**config.mk**
```make
export PLATFORM = sky130hd
export DESIGN_NAME = fifo_top
export DESIGN_NICKNAME = d
export VERILOG_FILES = /design/src/hdl/fifo_pkg.sv /design/src/hdl/chaos_lfsr.sv /design/src/hdl/fifo_csr.sv /design/src/hdl/fifo_top.sv /design/src/hdl/sync_fifo.sv
export SDC_FILE = /design/constraint.sdc
export NUM_CORES = 1
export LEC_CHECK = 0
export BUFFER_PORTS_ARGS = -buffer_cell sky130_fd_sc_hd__buf_2
export CAP_MARGIN = 20
export CORE_MARGIN = 2
export CORE_UTILIZATION = 30
export CTS_BUF_LIST = sky130_fd_sc_hd__clkbuf_2 sky130_fd_sc_hd__clkbuf_4 sky130_fd_sc_hd__clkbuf_8
export CTS_CLUSTER_SIZE = 40
export DETAILED_ROUTE_END_ITERATION = 10
export PLACE_DENSITY = 0.49
export SLEW_MARGIN = 20
export SYNTH_ARGS = -nofsm -noshare
export SYNTH_HDL_FRONTEND = slang
export SYNTH_HIERARCHICAL = 1
export SYNTH_SLANG_ARGS = --single-unit
export TNS_END_PERCENT = 20
```
**constraint.sdc**
```tcl
create_clock -name clk -period 5.3 [get_ports clk]
set_clock_uncertainty 0.1 [all_clocks]
set_input_delay 0.265 -clock clk [delete_from_list [all_inputs] [get_ports clk]]
set_output_delay 0.265 -clock clk [all_outputs]
set_load 0.01 [all_outputs]
```
**src/hdl/fifo_pkg.sv**
```systemverilog
//############################################################################
// shared sizes, register map and structs for the fifo channel
// depth need not be a power of two, fifo_aw/fifo_lw follow from it
//############################################################################

package fifo_pkg;

   //#########################################################################
   // fifo geometry
   //#########################################################################
   localparam int fifo_dw    = 32;                   // data width
   localparam int fifo_depth = 6;                    // odd size on purpose, wrap not at 2^n
   localparam int fifo_aw    = $clog2(fifo_depth);   // index bits
   localparam int fifo_lw    = fifo_aw + 1;          // level needs one more bit

   // constants sized to the pointer and level fields
   localparam logic [fifo_aw-1:0] fifo_last      = fifo_aw'(fifo_depth - 1); // last index
   localparam logic [fifo_lw-1:0] fifo_level_max = fifo_lw'(fifo_depth);

   //#########################################################################
   // apb register map
   //#########################################################################
   localparam int apb_aw = 4;
   localparam int apb_dw = 32;

   localparam logic [apb_aw-1:0] reg_ctrl_addr   = 4'h0; // r/w
   localparam logic [apb_aw-1:0] reg_status_addr = 4'h4; // read only
   localparam logic [apb_aw-1:0] reg_drops_addr  = 4'h8; // clear on write
   localparam logic [apb_aw-1:0] reg_under_addr  = 4'hC; // clear on write

   // bit positions inside CTRL and STATUS
   localparam int ctrl_en_bit     = 0;
   localparam int ctrl_thresh_lsb = 4;
   localparam int stat_empty_bit  = 8;
   localparam int stat_full_bit   = 9;

   localparam int cnt_w = 8;           // event counters, saturate at 255

   //#########################################################################
   // chaos lfsr, x^16+x^14+x^13+x^11+1, maximal length
   //#########################################################################
   localparam int                lfsr_w    = 16;
   localparam logic [lfsr_w-1:0] lfsr_seed = 16'hACE1;  // must never be zero
   localparam logic [lfsr_w-1:0] lfsr_taps = 16'hB400;

   typedef struct packed {
      logic       chaos_en;      // allow false full
      logic [3:0] chaos_thresh;  // 0 = never, 15 = ~15/16 of cycles
   } fifo_ctrl_t;

   typedef struct packed {
      logic [fifo_lw-1:0] level;
      logic               full;      // real occupancy full, chaos not included
      logic               empty;
      logic               wr_drop;   // one cycle per refused write
      logic               rd_under;  // one cycle per read while empty
   } fifo_stat_t;

   typedef struct packed {
      logic              psel;
      logic              penable;
      logic              pwrite;
      logic [apb_aw-1:0] paddr;
      logic [apb_dw-1:0] pwdata;
   } apb_req_t;

   typedef struct packed {
      logic [apb_dw-1:0] prdata;
      logic              pready;
      logic              pslverr;
   } apb_rsp_t;

endpackage

```
**src/hdl/chaos_lfsr.sv**
```systemverilog
//############################################################################
// free-running lfsr that requests a false full for back-pressure tests
// output is registered, so chaos_en low takes effect one edge later
//############################################################################
`timescale 1ns/1ps

module chaos_lfsr
  (
   input  logic                 clk,
   input  logic                 nreset,
   input  fifo_pkg::fifo_ctrl_t ctrl,
   output logic                 chaos_full
   );

   logic [fifo_pkg::lfsr_w-1:0] lfsr;
   logic                        feedback;
   logic                        hit;

   //#########################################################################
   // fibonacci lfsr, shifts left, new bit enters at 0
   //#########################################################################
   assign feedback = ^(lfsr & fifo_pkg::lfsr_taps);

   always_ff @(posedge clk or negedge nreset)
      if (!nreset)
         lfsr <= fifo_pkg::lfsr_seed;
      else
         lfsr <= {lfsr[fifo_pkg::lfsr_w-2:0], feedback};   // steps every cycle

   // low nibble below threshold, thresh 0 never hits
   assign hit = (lfsr[3:0] < ctrl.chaos_thresh);

   always_ff @(posedge clk or negedge nreset)
      if (!nreset)
         chaos_full <= 1'b0;
      else
         chaos_full <= ctrl.chaos_en & hit;

endmodule

```
**src/hdl/fifo_csr.sv**
```systemverilog
//############################################################################
// apb slave for the fifo, no wait states, pready tied high
// unmapped address or write to STATUS -> pslverr, nothing changes
//############################################################################
`timescale 1ns/1ps

module fifo_csr
  (
   input  logic                 clk,
   input  logic                 nreset,
   input  fifo_pkg::apb_req_t   apb_req,
   output fifo_pkg::apb_rsp_t   apb_rsp,
   output fifo_pkg::fifo_ctrl_t ctrl,
   input  fifo_pkg::fifo_stat_t stat
   );

   logic                          access;      // second apb cycle
   logic                          wr_access;
   logic                          rd_access;
   logic                          hit_ctrl;
   logic                          hit_status;
   logic                          hit_drops;
   logic                          hit_under;
   logic                          mapped;
   logic                          wr_ctrl;
   logic [fifo_pkg::cnt_w-1:0]    drops_cnt;
   logic [fifo_pkg::cnt_w-1:0]    under_cnt;
   logic [fifo_pkg::apb_dw-1:0]   ctrl_rd;
   logic [fifo_pkg::apb_dw-1:0]   status_rd;
   logic [fifo_pkg::apb_dw-1:0]   rdata;

   // counter update, clear beats increment, holds at all ones
   function automatic logic [fifo_pkg::cnt_w-1:0] cnt_next
     (input logic [fifo_pkg::cnt_w-1:0] cnt,
      input logic                       inc,
      input logic                       clr);
      if (clr)
         return '0;
      else if (inc && (cnt != '1))
         return cnt + fifo_pkg::cnt_w'(1);
      else
         return cnt;
   endfunction

   //#########################################################################
   // decode
   //#########################################################################
   assign access    = apb_req.psel & apb_req.penable;
   assign wr_access = access & apb_req.pwrite;
   assign rd_access = access & ~apb_req.pwrite;

   assign hit_ctrl   = (apb_req.paddr == fifo_pkg::reg_ctrl_addr);
   assign hit_status = (apb_req.paddr == fifo_pkg::reg_status_addr);
   assign hit_drops  = (apb_req.paddr == fifo_pkg::reg_drops_addr);
   assign hit_under  = (apb_req.paddr == fifo_pkg::reg_under_addr);
   assign mapped     = hit_ctrl | hit_status | hit_drops | hit_under;

   assign wr_ctrl = wr_access & hit_ctrl;

   //#########################################################################
   // control register and event counters
   //#########################################################################
   always_ff @(posedge clk or negedge nreset)
      if (!nreset)
      begin
         ctrl      <= '0;   // chaos off
         drops_cnt <= '0;
         under_cnt <= '0;
      end
      else
      begin
         if (wr_ctrl)
         begin
            ctrl.chaos_en     <= apb_req.pwdata[fifo_pkg::ctrl_en_bit];
            ctrl.chaos_thresh <= apb_req.pwdata[fifo_pkg::ctrl_thresh_lsb +: 4];
         end
         drops_cnt <= cnt_next(drops_cnt, stat.wr_drop, wr_access & hit_drops);
         under_cnt <= cnt_next(under_cnt, stat.rd_under, wr_access & hit_under);
      end

   //#########################################################################
   // readback
   //#########################################################################
   always_comb
   begin
      ctrl_rd                                        = '0;
      ctrl_rd[fifo_pkg::ctrl_en_bit]                 = ctrl.chaos_en;
      ctrl_rd[fifo_pkg::ctrl_thresh_lsb +: 4]        = ctrl.chaos_thresh;

      status_rd                                      = '0;
      status_rd[fifo_pkg::fifo_lw-1:0]               = stat.level;  // live pointers
      status_rd[fifo_pkg::stat_empty_bit]            = stat.empty;
      status_rd[fifo_pkg::stat_full_bit]             = stat.full;
   end

   always_comb
   begin
      rdata = '0;                 // unmapped reads return zero
      if (rd_access)
      begin
         if (hit_ctrl)
            rdata = ctrl_rd;
         else if (hit_status)
            rdata = status_rd;
         else if (hit_drops)
            rdata = {{(fifo_pkg::apb_dw-fifo_pkg::cnt_w){1'b0}}, drops_cnt};
         else if (hit_under)
            rdata = {{(fifo_pkg::apb_dw-fifo_pkg::cnt_w){1'b0}}, under_cnt};
      end
   end

   // response, always ready in the access cycle
   assign apb_rsp.prdata  = rdata;
   assign apb_rsp.pready  = 1'b1;
   assign apb_rsp.pslverr = access & (~mapped | (apb_req.pwrite & hit_status));

endmodule

```
**src/hdl/fifo_top.sv**
```systemverilog
//############################################################################
// buffered stream channel, fifo plus chaos lfsr plus apb registers
// chaos is off after reset until CTRL is written
//############################################################################
`timescale 1ns/1ps

module fifo_top
  (
   input  logic                         clk,
   input  logic                         nreset,
   // stream in
   input  logic                         wr_en,
   input  logic [fifo_pkg::fifo_dw-1:0] wr_din,
   output logic                         wr_full,
   // stream out, fall-through
   input  logic                         rd_en,
   output logic [fifo_pkg::fifo_dw-1:0] rd_dout,
   output logic                         rd_empty,
   // register bus
   input  fifo_pkg::apb_req_t           apb_req,
   output fifo_pkg::apb_rsp_t           apb_rsp
   );

   fifo_pkg::fifo_ctrl_t ctrl;        // csr -> lfsr
   logic                 chaos_full;  // lfsr -> fifo
   fifo_pkg::fifo_stat_t stat;        // fifo -> csr

   //#########################################################################
   // datapath
   //#########################################################################
   sync_fifo u_fifo
     (
      .clk        (clk),
      .nreset     (nreset),
      .wr_en      (wr_en),
      .wr_din     (wr_din),
      .wr_full    (wr_full),
      .rd_en      (rd_en),
      .rd_dout    (rd_dout),
      .rd_empty   (rd_empty),
      .chaos_full (chaos_full),
      .stat       (stat)
      );

   // false full source
   chaos_lfsr u_chaos
     (
      .clk        (clk),
      .nreset     (nreset),
      .ctrl       (ctrl),
      .chaos_full (chaos_full)
      );

   //#########################################################################
   // registers
   //#########################################################################
   fifo_csr u_csr
     (
      .clk     (clk),
      .nreset  (nreset),
      .apb_req (apb_req),
      .apb_rsp (apb_rsp),
      .ctrl    (ctrl),
      .stat    (stat)
      );

endmodule

```
**src/hdl/sync_fifo.sv**
```systemverilog
//############################################################################
// fall-through sync fifo, any depth, pointers carry a wrap bit
// rd_dout is valid only while rd_empty is low, storage has no reset
//############################################################################
`timescale 1ns/1ps

module sync_fifo
  (
   input  logic                         clk,
   input  logic                         nreset,
   // write side
   input  logic                         wr_en,
   input  logic [fifo_pkg::fifo_dw-1:0] wr_din,
   output logic                         wr_full,
   // read side
   input  logic                         rd_en,
   output logic [fifo_pkg::fifo_dw-1:0] rd_dout,
   output logic                         rd_empty,
   // false full request from the lfsr
   input  logic                         chaos_full,
   output fifo_pkg::fifo_stat_t         stat
   );

   // {wrap, index}
   logic [fifo_pkg::fifo_aw:0]   wr_ptr;
   logic [fifo_pkg::fifo_aw:0]   rd_ptr;
   logic                         ptr_full;     // occupancy full
   logic                         fifo_write;   // accepted write
   logic                         fifo_read;    // accepted pop
   logic [fifo_pkg::fifo_lw-1:0] wr_ext;
   logic [fifo_pkg::fifo_lw-1:0] rd_ext;
   logic [fifo_pkg::fifo_lw-1:0] level;
   logic                         wr_drop;
   logic                         rd_under;

   logic [fifo_pkg::fifo_dw-1:0] mem [fifo_pkg::fifo_depth];

   // step one pointer, wrap index at depth-1 and flip the wrap bit
   function automatic logic [fifo_pkg::fifo_aw:0] ptr_next
     (input logic [fifo_pkg::fifo_aw:0] ptr);
      if (ptr[fifo_pkg::fifo_aw-1:0] == fifo_pkg::fifo_last)
         return {~ptr[fifo_pkg::fifo_aw], {fifo_pkg::fifo_aw{1'b0}}};
      else
         return {ptr[fifo_pkg::fifo_aw], ptr[fifo_pkg::fifo_aw-1:0] + fifo_pkg::fifo_aw'(1)};
   endfunction

   //#########################################################################
   // flags
   //#########################################################################
   // same index, different lap -> full
   assign ptr_full = (wr_ptr[fifo_pkg::fifo_aw-1:0] == rd_ptr[fifo_pkg::fifo_aw-1:0]) &
                     (wr_ptr[fifo_pkg::fifo_aw] != rd_ptr[fifo_pkg::fifo_aw]);
   assign rd_empty = (wr_ptr == rd_ptr);
   assign wr_full  = ptr_full | chaos_full;   // chaos only ever adds back-pressure

   assign fifo_write = wr_en & ~wr_full;
   assign fifo_read  = rd_en & ~rd_empty;

   //#########################################################################
   // level
   //#########################################################################
   assign wr_ext = {1'b0, wr_ptr[fifo_pkg::fifo_aw-1:0]};
   assign rd_ext = {1'b0, rd_ptr[fifo_pkg::fifo_aw-1:0]};

   // writer one lap ahead -> add depth back in
   assign level = (wr_ptr[fifo_pkg::fifo_aw] == rd_ptr[fifo_pkg::fifo_aw]) ?
                  (wr_ext - rd_ext) :
                  (wr_ext + fifo_pkg::fifo_level_max - rd_ext);

   //#########################################################################
   // pointers and event pulses
   //#########################################################################
   always_ff @(posedge clk or negedge nreset)
      if (!nreset)
      begin
         wr_ptr   <= '0;
         rd_ptr   <= '0;
         wr_drop  <= 1'b0;
         rd_under <= 1'b0;
      end
      else
      begin
         if (fifo_write)
            wr_ptr <= ptr_next(wr_ptr);
         if (fifo_read)
            rd_ptr <= ptr_next(rd_ptr);
         wr_drop  <= wr_en & wr_full;    // refused write
         rd_under <= rd_en & rd_empty;   // pop on empty
      end

   // storage, write port only on accepted writes
   always_ff @(posedge clk)
      if (fifo_write)
         mem[wr_ptr[fifo_pkg::fifo_aw-1:0]] <= wr_din;

   assign rd_dout = mem[rd_ptr[fifo_pkg::fifo_aw-1:0]];   // oldest entry, fall-through

   // status to the register block
   assign stat.level    = level;
   assign stat.full     = ptr_full;
   assign stat.empty    = rd_empty;
   assign stat.wr_drop  = wr_drop;
   assign stat.rd_under = rd_under;

endmodule

```
* After elaboration in Yosys (flattened, before gate mapping)
Memory sizes are Yosys's and may differ from the RTL's.
Cells that the tools add are included.
** Word-level totals
- Memories :: 1
- Flip-flop bits (word level) :: 48
- Output and inout bits :: 68
- Logic and storage cells :: 79
- Bits of input ports :: 75
- RAM bits :: 192
** Cells by class
- Multiplexer cells :: 14
- Bitwise operators :: 25
- Equality and inequality tests :: 11
- Magnitude comparators :: 1
- Reductions and logical operators :: 8
- $add $sub $neg :: 7
** Memories
- u_fifo.mem :: depth 6, width 32, read ports 1, clocked after memory_dff 0, write ports 1, RTL line sync_fifo.sv:36 : logic [fifo_pkg::fifo_dw-1:0] mem [fifo_pkg::fifo_depth];
** Operators by type and width (number)
- two-way mux 32 bit :: 4
- two-way mux 8 bit :: 5
- adder 8 x 1 -> 8 bit (second input constant) :: 2
- inequality test 8 bit (second input constant) :: 2
- parity 16 bit :: 1
- bitwise AND 1 bit :: 14
- == test 4 bit (second input constant) :: 2
- adder 3 x 1 -> 3 bit (second input constant) :: 2
- == test 3 bit (second input constant) :: 2
- two-way mux 3 bit :: 2
- NOT 1 bit :: 6
- bitwise OR 1 bit :: 5
- adder 3 x 3 -> 4 bit (second input constant) :: 1
- == test 4 x 3 -> 1 bit (second input constant) :: 1
- == test 4 bit :: 1
- logical NOT 4 bit :: 1
- < comparator 4 bit :: 1
- two-way mux 4 bit :: 1
- AND reduction 2 bit :: 2
- nonzero test 2 bit :: 2
- subtractor 3 x 3 -> 4 bit :: 1
- subtractor 4 x 3 -> 4 bit :: 1
- == test 3 bit :: 1
- logical AND 1 bit :: 2
- 3 further kinds :: 4

* Logic depth before layout (Yosys ltp)
Gate-level depths: netlist (run 1).
- Depth after elaboration :: 7
- Gate-level depth with buffers :: 10
- Mapped depth without buffers :: 9

* Hierarchy
The synthesis (run 1) kept the hierarchy.
** By module, submodules not included
- sync_fifo :: seq. area each 6015.8 um^2, area each 8017.7 um^2, cells each 450, times used 1
- fifo_csr :: seq. area each 525.5 um^2, area each 1570.3 um^2, cells each 168, times used 1
- chaos_lfsr :: seq. area each 435.4 um^2, area each 549.3 um^2, cells each 33, times used 1

* Worst setup path before layout (run 1)
Ideal clock, no wire load.
- Path kind :: flip-flop to flip-flop
- Start :: register u_fifo/wr_ptr[0] (netlist bit)
- End :: memory u_fifo/mem[4][0] (netlist bit) (enable)
- Period minus slack after synthesis :: 5.148 ns
- Buffers on the path :: 1
- Arrival time :: 4.546 ns
- Setup slack :: 0.152 ns
- Data required time :: 4.699 ns
- Stages on the path, launching flop included :: 8
- Cells stage by stage :: dfrtp_1 clkbuf_1 inv_1 ha_1 and3_1 a21oi_2 inv_2 nor4_1
** Between the ends
- Cells in the longest elaborated chain, start to end :: 7
** Ends and longest elaborated chain
- start: declaration :: RTL line sync_fifo.sv:25 : logic [fifo_pkg::fifo_aw:0] wr_ptr;
- start signal: assignment :: RTL line sync_fifo.sv:84 : wr_ptr <= ptr_next(wr_ptr);
- == test 3 bit :: RTL line sync_fifo.sv:51 : assign ptr_full = (wr_ptr[fifo_pkg::fifo_aw-1:0] == rd_ptr[fifo_pkg::fifo_aw-1:0]) &
- bitwise AND 1 bit :: RTL line sync_fifo.sv:51
- bitwise OR 1 bit :: RTL line sync_fifo.sv:54 : assign wr_full = ptr_full | chaos_full;
- named net wr_full :: RTL line fifo_top.sv:14 : output logic wr_full,
- NOT 1 bit :: RTL line sync_fifo.sv:56 : assign fifo_write = wr_en & ~wr_full;
- bitwise AND 1 bit :: RTL line sync_fifo.sv:56
- two-way mux 1 bit :: RTL line sync_fifo.sv:93 : if (fifo_write)
- two-way mux 1 bit (implied by the code) :: RTL line sync_fifo.sv:94 : mem[wr_ptr[fifo_pkg::fifo_aw-1:0]] <= wr_din;
- end: declaration :: RTL line sync_fifo.sv:36
The timed path passes the listed nets, and every way through them passes these cells.

* Worst setup path in the final report (run 1)
- Start :: register u_fifo/rd_ptr[0] (netlist bit)
- End :: output port rd_dout[20] (netlist bit)
** Between the ends
- Cells in the longest elaborated chain, start to end :: 1
** Ends and longest elaborated chain
- start: declaration :: RTL line sync_fifo.sv:26 : logic [fifo_pkg::fifo_aw:0] rd_ptr;
- start signal: assignment :: RTL line sync_fifo.sv:86 : rd_ptr <= ptr_next(rd_ptr);
- memory read (6 x 32 bit)
- end: declaration :: RTL line fifo_top.sv:17 : output logic [fifo_pkg::fifo_dw-1:0] rd_dout,
No other way between the ends.

==> flow_metrics.py, run 1 <==
metrics = {
    "status": {
        "status": "finished clean",
    },
    "synthesis": {
        "yosys.area_share.simple_pct": 5.628,
        "synth-seq-cells": 240,
        "ys_warn_count": 6,
        "synth_compound_gate_area_share_pct": 6.208,
        "synthAdderAreaFrac_pct": 1.876,
        "synth-main-ff-cell": "edfxtp_1",
        "synthArstFlopShare_pct": 20.00,
        "synthMuxAreaShare_pct": 12.50,
        "synth_edf_count": 192,
        "ys_types": 57,
        "avgSynthCellArea_sq_um": 15.57,
        "synth_cells": 651,
        "synth_top_family_by_area": "multiplexers",
        "ys_seq_area_share_pct": 68.82,
        "netlist_area_sq_um": 10140,
        "synthXorXnorAreaFrac_pct": 0.9380,
    },
    "route": {
        "antenna_left": 0,
        "drt_wl_total_um": 21630,
        "first_iter_violations": 230,
        "first_pass_iters": 4,
        "vias_per_cell": 4.537,
        "wl_per_cell_um": 16.93,
        "route.vias.total": 5798,
        "drc_errors": 0,
    },
    "global_routing": {
        "grt_util_all_layers_pct": 12.29,
        "grt_pass1_wl_um": 33890,
        "grt_overflow": 0,
        "grt_pass1_vias": 6034,
        "grt_max_degree": 58,
        "antenna_found_initial": 1,
    },
    "finish": {
        "final_core_utilization_pct": 36.69,
        "synthToLayoutAreaGrowth_pct": 20.75,
        "fill_cells": 3243,
        "drive_gt1_share_pct": 28.83,
        "multi_input_area_sq_um": 2870,
        "regArea_sq_um": 6980,
        "nNetsFinal": 892,
    },
    "clock_tree": {
        "worst_skew_pair.late_latency_ps": 550,
        "cts.sinks": 240,
        "ctsRootBufferMaster": "clkbuf_8",
        "htree_levels": 2,
        "cts_buffers": 41,
        "post_cts_resized": 0,
        "clk_pin_slew_ps": 60,
        "cts_tree": "built",
        "max-clock-path-buffers": 3,
    },
    "placement": {
        "dp_slack_ps": 1912,
        "hpwl_um": 11950,
        "portBuffers": 92,
        "place_congestion": 0.7379,
    },
    "worst_setup_path": {
        "crit_path_end_kind": "primary output",
        "cpMaxStageDelayCell": "buf_4",
        "crit_end": "rd_dout[20]",
        "r2r_cells": 7,
        "timing.rr.start": "u_fifo/wr_ptr[1]$_DFFE_PN0P_",
        "crit_chain": "buf_4 > buf_4 > mux2_2 > nand2_1 > o221ai_1 > buf_2",
        "r2r_slack_ps": 1960,
        "critPathMaxStageDelay_ps": 730,
        "cpLargestDelayFamily": "buffers and inverters",
        "critPathArrivalTime_ps": 3290,
        "path_buf_inv": 3,
        "critPathLaunchType": "register",
        "cp-startpoint": "u_fifo/rd_ptr[0]$_DFFE_PN0P_",
        "worst-path-stages": 6,
        "crit_fanout": 57,
        "cp.required_ps": 4930,
        "worst-setup-path-type": "register to primary output",
        "r2r_end": "u_fifo/mem[1][28]$_DFFE_PP_",
        "crit_path_frequent_cell": "buf_4",
    },
    "power_and_ir_drop": {
        "peakVddDrop_mv": 0.2506,
        "seqPwrFrac_pct": 40.7,
        "power_frac_clock_pct": 26.0,
        "swShare_pct": 33.97,
        "leakage_nw": 4.659,
        "intPower_mw": 4.145,
        "p_per_area_nw_per_um2": 512.8,
        "power_frac_comb_pct": 33.2,
        "p_switching_mw": 2.132,
    },
    "timing": {
        "relSlewSlack_pct": 35.24,
        "setup_slack_ps": 1647,
        "worst_pin_slew_ps": 971.4,
        "final_hold_viol_count": 0,
        "min_period_over_period_pct": 68.92,
        "clock.fmax_mhz": 273.8,
        "final-setup-viol-count": 0,
        "period_needed_ps": 3653,
        "tns_ps": 0,
        "drv_slew": 0,
        "rsz0062_at_grt": "false",
    },
    "floorplanning": {
        "initial_core_util_pct": 30.38,
        "pin_count": 143,
        "die_h_um": 187.8,
        "dieArea_sq_um": 35280,
        "coreArea_sq_um": 33360,
        "core.rowCount": 67,
        "die_w_um": 187.8,
    },
    "worst_hold_path": {
        "hold_class": "input pin to register",
    },
    "run": {
        "cap_violations": 0,
    },
}
-- final cells by class --
class                   instances  area share [%]
inverters                      17          0.5213
diodes                          1         0.02044
multi-input cells             359           23.45
clock inverters                 7          0.4293
flip-flops and latches        240           57.03
clock buffers                  62           6.205
well taps                     448           4.579
repair buffers                144           7.769
-- sequential cells by signal (all words and copies together) (netlist names) --
register	count
u_chaos/chaos_full	1
u_chaos/lfsr	16
u_csr/ctrl	5
u_csr/drops_cnt	8
u_csr/under_cnt	8
u_fifo/mem	192
u_fifo/rd_ptr	4
u_fifo/rd_under	1
u_fifo/wr_drop	1
u_fifo/wr_ptr	4
-- synth_stat cells, types with 3 or more instances --
cell      count  share of area [%]
and3_1        7               0.43
nor2_1       16               0.59
dfrtp_1      40                9.9
dfstp_2       8                2.1
clkbuf_1     13               0.48
nor3_1       10               0.49
and4_1        6               0.52
buf_4        30                2.2
xor2_1        3               0.26
inv_1        16               0.59
nand2_1      44                1.6
nand3_1       8               0.39
ha_1         12                1.5
o221ai_1     32                2.8
mux2i_1      73                7.2
o21ai_0      10               0.49
edfxtp_1    192                 57
mux2_4        5               0.74
mux2_2       41                4.6
a22oi_1       7               0.52
o21bai_1      3               0.22
a311oi_1      4               0.35
a21oi_1       9               0.44
xnor2_1       6               0.52
buf_2        11               0.54
-- cell families (layout without fill, tap and decap cells) --
logic type               Yosys count  after routing
AO/OA/AOI/OAI                     82             82
XOR/XNOR                          10             10
adder cells (fa/ha/maj)           14             14
buffers and inverters             73            230
flip-flops                       240            240
multiplexers                     119            119
other                              2             24
AND/OR/NAND/NOR                  111            111
-- power by group through the flow --
stage               logic (mW)  registers (mW)  clock network (mW)
global route              2.33            2.59                1.78
finish                    2.09            2.56                1.63
global placement          2.11            2.59                   0
detailed placement        2.11            2.59                   0
CTS                       2.14            2.56                1.70
floorplan                 1.44            2.54                   0
-- repair_timing --
| action | in CTS | in global routing |
|---|---|---|
| endpoints found under the hold margin | 245 | 0 |
| hold buffers | 40 | 0 |
| setup buffers | 0 | 0 |
-- layout by cell type (no fill, tap or decap), types with 3 or more instances in the layout --
cell	Yosys	final
dlygate4sd3_1	0	40
a21oi_1	9	9
conb_1	2	23
a311oi_1	4	4
inv_1	16	16
nand3_1	8	8
buf_4	30	12
o221ai_1	32	32
mux2i_1	73	73
ha_1	12	12
dfstp_2	8	8
and4_1	6	6
and3_1	7	7
o21bai_1	3	3
dfrtp_1	40	39
buf_2	11	92
nor3_1	10	8
o21ai_0	10	10
xnor2_1	6	6
a22oi_1	7	7
nand2_1	44	44
nor2_1	16	14
clkbuf_8	0	47
xor2_1	3	3
mux2_4	5	5
mux2_2	41	41
clkinv_1	0	3
clkbuf_4	0	15
edfxtp_1	192	192
-- worst min-delay path by stage --
stage / start / end / slack (ps) / cells after the start
finish: apb_req[33] / u_csr/drops_cnt[0]$_DFFE_PN0P_ / 190 / 4
global route: apb_req[32] / u_csr/drops_cnt[1]$_DFFE_PN0P_ / 240 / 4
CTS: apb_req[33] / u_csr/drops_cnt[0]$_DFFE_PN0P_ / 150 / 4
detailed placement: u_chaos/lfsr[9]$_DFF_PN0_ / u_chaos/lfsr[10]$_DFF_PN1_ / 240 / 0
global placement: u_chaos/lfsr[8]$_DFF_PN0_ / u_chaos/lfsr[9]$_DFF_PN0_ / 230 / 0
floorplan: nreset / u_chaos/chaos_full$_DFF_PN0_ / -130 / 0
-- through the flow --
step	std cells	hold slack (ps)	total power, mW	instance area [sq um]
5_1_grt	1278	241.0	6.700	12240
3_3_place_gp	1168	234.9	4.699	11030
6_report	1278	192.2	6.277	12240
2_1_floorplan	672	-130.6	3.985	10220
3_5_place_dp	1168	237.5	4.704	11030
4_1_cts	1277	151.4	6.403	12240
-- worst reg2reg max path: cells and delay by family (launching register included) --
kind / cells / cell delay, ps
and+or+nand+nor: 3 / 1290
DFF: 1 / 520
buffers and inverters: 2 / 510
adders and majority gates: 1 / 360
AOI/OAI and AO/OA: 1 / 230
-- layer usage --
layer	up-vias	track usage (%)	wire length, um
met4	0	3.937	449
met3	39	3.069	1248
met2	147	19.87	9991
met1	2862	16.23	9943
li1	2750	-	-
met5	-	0	0
(Power assumes the default switching activity.)
==> inputs of run 2 (changes only) <==
ABC_AREA = 1   (was not set)
PLACE_DENSITY = 0.47   (was 0.49)
clock period = 3.5 ns   (was 5.3 ns; I/O delays follow)
==> run 2 against run 1 <==
Core utilization increased by 0.20 points. Setup slack got worse by 1300 ps. First-iteration DRC count increased by 44%. Flip-flop and latch count unchanged. Largest cell class unchanged.
==> flow_metrics.py, run 2 <==
metrics = {
    "synthesis": {
        "avgSynthCellArea_sq_um": 11.12,
        "netlist_area_sq_um": 10790,
        "synth-main-ff-cell": "edfxtp_1",
        "synth_edf_count": 192,
        "synth.most_common_cell": "nand2_1",
        "synth_commonest_cells": "nand2_1, edfxtp_1, nor2_1",
        "ys_top_cells_by_area": "edfxtp_1, dfrtp_1, nand2_1, nor2_1, o21ai_0",
        "synth_largest_area_cell": "edfxtp_1",
        "yosysTopAreaCellShare_pct": 53.42,
        "ys_warn_count": 6,
        "ys_types": 37,
        "synth_cells": 971,
        "ys_seq_area_share_pct": 64.64,
        "synthArstFlopShare_pct": 20.00,
        "synth-seq-cells": 240,
    },
    "floorplanning": {
        "die_h_um": 193.7,
        "core.rowCount": 69,
        "dieArea_sq_um": 37510,
        "pin_count": 143,
        "die_w_um": 193.7,
        "coreArea_sq_um": 35480,
        "initial_core_util_pct": 30.42,
    },
    "clock_tree": {
        "cts.sinks": 240,
        "cts_buffers": 45,
        "worst_skew_pair.late_latency_ps": 550,
        "htree_levels": 2,
        "cts_setup_buffers": 0,
        "max-clock-path-buffers": 3,
        "ctsRootBufferMaster": "clkbuf_8",
        "cts_tree": "built",
        "clk_pin_slew_ps": 60,
    },
    "worst_setup_path": {
        "worst-setup-path-type": "register to primary output",
        "r2r_end": "u_fifo/mem[1][12]$_DFFE_PP_",
        "r2r_cells": 8,
        "critPathMaxStageDelay_ps": 440,
        "crit_fanout": 7,
        "critPathLaunchType": "register",
        "crit_path_end_kind": "primary output",
        "cpMaxStageDelayCell": "dfrtp_2",
        "path_buf_inv": 3,
        "r2r_slack_ps": 790,
        "crit_chain": "inv_1 > ha_1 > inv_1 > ha_1 > fa_1 > a21oi_1 > o21ai_0 > o21ai_0 > o21ai_1 > a21oi_1 > buf_2",
        "critPathArrivalTime_ps": 2930,
        "cp.required_ps": 3220,
        "cpLargestDelayFamily": "adder cells",
        "timing.rr.start": "u_fifo/wr_ptr[0]$_DFFE_PN0P_",
    },
    "global_routing": {
        "grt_pass1_wl_um": 39400,
        "grt_util_all_layers_pct": 13.25,
        "grt_max_degree": 83,
        "antenna_found_initial": 1,
        "grt_pass1_vias": 7251,
        "grt_overflow": 0,
    },
    "worst_hold_path": {
        "hold_class": "input pin to register",
        "holdPathStages": 5,
        "hold_end": "u_csr/drops_cnt[1]$_DFFE_PN0P_",
        "min_from": "apb_req[32]",
    },
    "route": {
        "first_pass_iters": 5,
        "drc_errors": 0,
        "first_iter_violations": 331,
        "vias_per_cell": 4.403,
        "route.vias.total": 7186,
        "antenna_left": 0,
        "wl_per_cell_um": 15.21,
        "drt_wl_total_um": 24830,
    },
    "timing": {
        "clock.fmax_mhz": 312.3,
        "whs_ps": 51.48,
        "drv_slew": 0,
        "min_period_over_period_pct": 91.49,
        "worst_pin_slew_ps": 1022,
        "period_needed_ps": 3202,
        "rsz0062_at_grt": "false",
        "relSlewSlack_pct": 31.90,
        "final_hold_viol_count": 0,
        "tns_ps": 0,
        "final-setup-viol-count": 0,
    },
    "run": {
        "cap_violations": 0,
    },
    "finish": {
        "finalNonFillerCells": 1632,
        "largest_reg_flops": 192,
        "nNetsFinal": 1225,
        "final_area_sq_um": 13090,
        "final_cell_mix": "nand2_1, edfxtp_1, nor2_1, buf_2, inv_1",
        "drive_gt1_share_pct": 25.30,
        "final_common_cell": "nand2_1",
        "synthToLayoutAreaGrowth_pct": 21.28,
    },
    "placement": {
        "place_inst": 1505,
        "portBuffers": 92,
        "place_congestion": 0.7782,
        "hpwl_um": 14580,
        "placedInstanceArea_sq_um": 11680,
    },
    "status": {
        "status": "finished clean",
    },
    "power_and_ir_drop": {
        "p_per_area_nw_per_um2": 770.3,
        "leakage_nw": 5.272,
        "peakVddDrop_mv": 0.3632,
    },
}
## run 2: changes by cell type in the layout (fill, tap and decap cells not counted), sizes merged, moves of 49 or more
cell and change:
inv +49, mux2i -73, nand2 +217, nand3 +58, nor2 +108, o21ai +80
## run 2: area by class of cell
type	instances	area (sq um)
antenna	1	2.502
clock buffer	67	803.3
clock inverter	14	150.1
fill	3547	22390
inverter	69	264.0
multi-input combinational	625	3218
sequential	240	6979
tap	461	576.8
timing repair buffer	155	1096
## run 2: stage by stage
stage	utilization [%]	total power [mW]	setup WS [ps]
after floorplan	-	6.191	335.3
after global placement	32.92	7.292	800.1
after detailed placement	32.92	7.325	777.1
after CTS	36.88	10.27	214.1
after global routing	36.89	10.79	92.34
final	36.89	10.08	297.9
## run 2: repair_timing
| action | in CTS | in global routing |
|---|---|---|
| endpoints found under the setup margin | 0 | 1 |
| hold buffers | 45 | 0 |
| gates resized for setup | 0 | 1 |
| hold endpoints to repair | 236 | 0 |
## run 2: logic make-up after synthesis
| logic type | count (synthesis) | synth area share (%) |
|---|---|---|
| xor gates and xnor gates | 10 | 0.8115 |
| buffers and inverters | 127 | 6.573 |
| and+or+nand+nor | 461 | 19.81 |
| AOI/OAI and AO/OA | 117 | 6.330 |
| other | 2 | 0.06958 |
| DFF | 240 | 64.64 |
| adders and majority gates | 14 | 1.762 |
## run 2: where the power goes
| part | internal [mW] | switching [mW] | leakage, nW | total (mW) |
|---|---|---|---|---|
| sequential | 3.57 | 0.177 | 2.36 | 3.75 |
| combinational | 1.13 | 2.36 | 2.41 | 3.49 |
| clock | 1.69 | 1.16 | 0.501 | 2.85 |
## run 2: how the worst max path moves through the flow
stage | cells after the start | start | end
after global placement | 8 | u_fifo/wr_ptr[0]$_DFFE_PN0P_ | u_fifo/mem[0][19]$_DFFE_PP_
after CTS | 11 | u_fifo/wr_ptr[1]$_DFFE_PN0P_ | apb_rsp[5]
after global routing | 11 | u_fifo/wr_ptr[1]$_DFFE_PN0P_ | apb_rsp[5]
after detailed placement | 8 | u_fifo/wr_ptr[0]$_DFFE_PN0P_ | u_fifo/mem[1][19]$_DFFE_PP_
after floorplan | 7 | u_fifo/wr_ptr[1]$_DFFE_PN0P_ | u_fifo/mem[0][0]$_DFFE_PP_
final | 11 | u_fifo/wr_ptr[1]$_DFFE_PN0P_ | apb_rsp[5]
## run 2: metal layers
layer	vias up	share of wire, %	track usage, %
met1	3444	48	17.77
met3	39	4.4	2.870
met2	145	46	21.47
li1	3558	-	-
met4	0	1.8	4.100
met5	-	0	0
## run 2: worst reg2reg max path: cells and delay by family, from the launching register on
| family | cells | cell delay (ps) |
|---|---|---|
| AOI/OAI and AO/OA | 1 | 190 |
| adders and majority gates | 1 | 340 |
| and+or+nand+nor | 3 | 790 |
| DFF | 1 | 420 |
| buffers and inverters | 3 | 580 |
==> inputs of run 3 (changes only) <==
CORE_ASPECT_RATIO = 1.2   (was not set)
GPL_TIMING_DRIVEN = 0   (was not set)
clock period = 3.6 ns   (was 3.5 ns; I/O delays follow)
==> run 3 against run 2 <==
First-iteration DRC count grew 6.9%. Clock power is 11% lower. Routed wire length is 4.5% higher. Combinational power rose by 5%. Register-to-register slack worse by 30 ps. Critical path depth unchanged. Die area about the same. Highest routed layer unchanged. Core utilization up 0.74 points.
==> flow_metrics.py, run 3 (synthesis gave the netlist of run 2 again) <==
metrics = {
    "global_routing": {
        "grt_max_degree": 49,
        "antenna_found_initial": 0,
        "grt_pass1_wl_um": 40660,
        "grt_util_all_layers_pct": 14.22,
        "grt_pass1_vias": 7329,
        "grt_overflow": 0,
    },
    "floorplanning": {
        "dieArea_sq_um": 37510,
        "die_w_um": 177.1,
        "die_h_um": 211.8,
        "initial_core_util_pct": 30.27,
        "pin_count": 143,
        "coreArea_sq_um": 35660,
        "core.rowCount": 76,
    },
    "run": {
        "cap_violations": 0,
    },
    "timing": {
        "worst_pin_slew_ps": 755.2,
        "setup_slack_ps": 292.0,
        "relSlewSlack_pct": 49.53,
        "final_hold_viol_count": 0,
        "final-setup-viol-count": 0,
        "tns_ps": 0,
        "rsz0062_at_grt": "false",
        "min_period_over_period_pct": 91.89,
        "period_needed_ps": 3308,
        "drv_slew": 0,
        "clock.fmax_mhz": 302.3,
        "whs_ps": 42.94,
    },
    "placement": {
        "hpwl_um": 16940,
        "placedInstanceArea_sq_um": 12100,
        "dp_slack_ps": 740.0,
        "place_congestion": 0.7900,
        "portBuffers": 92,
        "place_inst": 1558,
    },
    "route": {
        "first_pass_iters": 4,
        "vias_per_cell": 4.349,
        "route.vias.total": 7324,
        "drc_errors": 0,
        "antenna_left": 0,
        "drt_wl_total_um": 25940,
        "first_iter_violations": 354,
        "wl_per_cell_um": 15.40,
    },
    "clock_tree": {
        "worst_skew_pair.late_latency_ps": 550,
        "cts_tree": "built",
        "cts.sinks": 240,
        "clk_pin_slew_ps": 60,
        "cts_buffers": 43,
        "htree_levels": 2,
        "ctsRootBufferMaster": "clkbuf_8",
        "cts_setup_buffers": 0,
        "max-clock-path-buffers": 3,
    },
    "finish": {
        "final_common_cell": "nand2_1",
        "drive_gt1_share_pct": 27.14,
        "final_cell_mix": "nand2_1, edfxtp_1, nor2_1, buf_2, inv_1",
        "fill_cells": 3557,
        "final_area_sq_um": 13420,
        "synthToLayoutAreaGrowth_pct": 24.32,
        "final_core_utilization_pct": 37.63,
        "num_antenna_cells": 0,
        "nNetsFinal": 1271,
        "largest_reg_flops": 192,
        "finalNonFillerCells": 1684,
    },
    "worst_setup_path": {
        "crit_path_end_kind": "primary output",
        "critPathMaxStageDelay_ps": 510,
        "critPathLaunchType": "register",
        "crit_chain": "inv_1 > ha_1 > inv_1 > ha_1 > fa_1 > a21oi_1 > o21ai_0 > o21ai_0 > o21ai_1 > a21oi_1 > buf_2",
        "crit_fanout": 7,
        "cpMaxStageDelayCell": "dfrtp_1",
        "critPathArrivalTime_ps": 3030,
        "cp.required_ps": 3320,
        "worst-setup-path-type": "register to primary output",
    },
    "power_and_ir_drop": {
        "power.total_mw": 9.842,
        "peakVddDrop_mv": 0.2766,
        "leakage_nw": 5.466,
        "p_per_area_nw_per_um2": 733.5,
    },
    "status": {
        "status": "finished clean",
    },
    "worst_hold_path": {
        "hold_class": "input pin to register",
    },
}
[run 3: layer usage]
layer  global-route usage (%)  share of wire [%]  vias up
met5                        0                  0        -
met4                    5.329                2.6        0
met2                    23.91                 48      159
li1                         -                  -     3647
met1                    18.10                 44     3464
met3                    2.712                4.8       54
[run 3: final cells by class]
| class | instances | area [sq um] | area share, % |
|---|---|---|---|
| clock buffers | 54 | 674.4 | 5.026 |
| well taps | 468 | 585.6 | 4.364 |
| inverters | 69 | 264.0 | 1.968 |
| clock inverters | 25 | 177.7 | 1.324 |
| flip-flops and latches | 240 | 6977 | 52.00 |
| plain buffers | 58 | 445.4 | 3.320 |
| multi-input cells | 625 | 3218 | 23.98 |
| repair buffers | 145 | 1076 | 8.019 |
[run 3: timing repair]
item,CTS,global route
hold endpoints to repair,258,0
setup endpoints to repair,0,0
hold buffers,47,0
gates resized for setup,0,0
[run 3: path summary, 6_finish.rpt]
check                                                  start                        endpoint  slack, ps  cells past startpoint
worst max-delay path            u_fifo/wr_ptr[1]$_DFFE_PN0P_                      apb_rsp[5]        290                     11
worst min-delay path                             apb_req[34]  u_csr/drops_cnt[6]$_DFFE_PN0P_         40                      5
worst max register to register  u_fifo/wr_ptr[1]$_DFFE_PN0P_     u_fifo/mem[3][15]$_DFFE_PP_        760                      8
worst min register to register     u_chaos/lfsr[8]$_DFF_PN0_       u_chaos/lfsr[9]$_DFF_PN0_        260                      0
max in group asynchronous                             nreset      u_chaos/lfsr[14]$_DFF_PN0_       2870                      2
min in group asynchronous                             nreset  u_csr/drops_cnt[5]$_DFFE_PN0P_         80                      2
[run 3: power by group]
group	leakage (nW)	internal (mW)	total, mW	switching [mW]
registers	2.36	3.47	3.65	0.186
logic	2.66	1.28	3.66	2.37
clock network	0.447	1.39	2.53	1.15
[run 3: worst max-delay path: cells and delay by family (launching register included)]
kind            cells  cell delay, ps
flops               1             510
fa+ha+maj           3            1010
compound gates      5             580
buf+inv             3             370
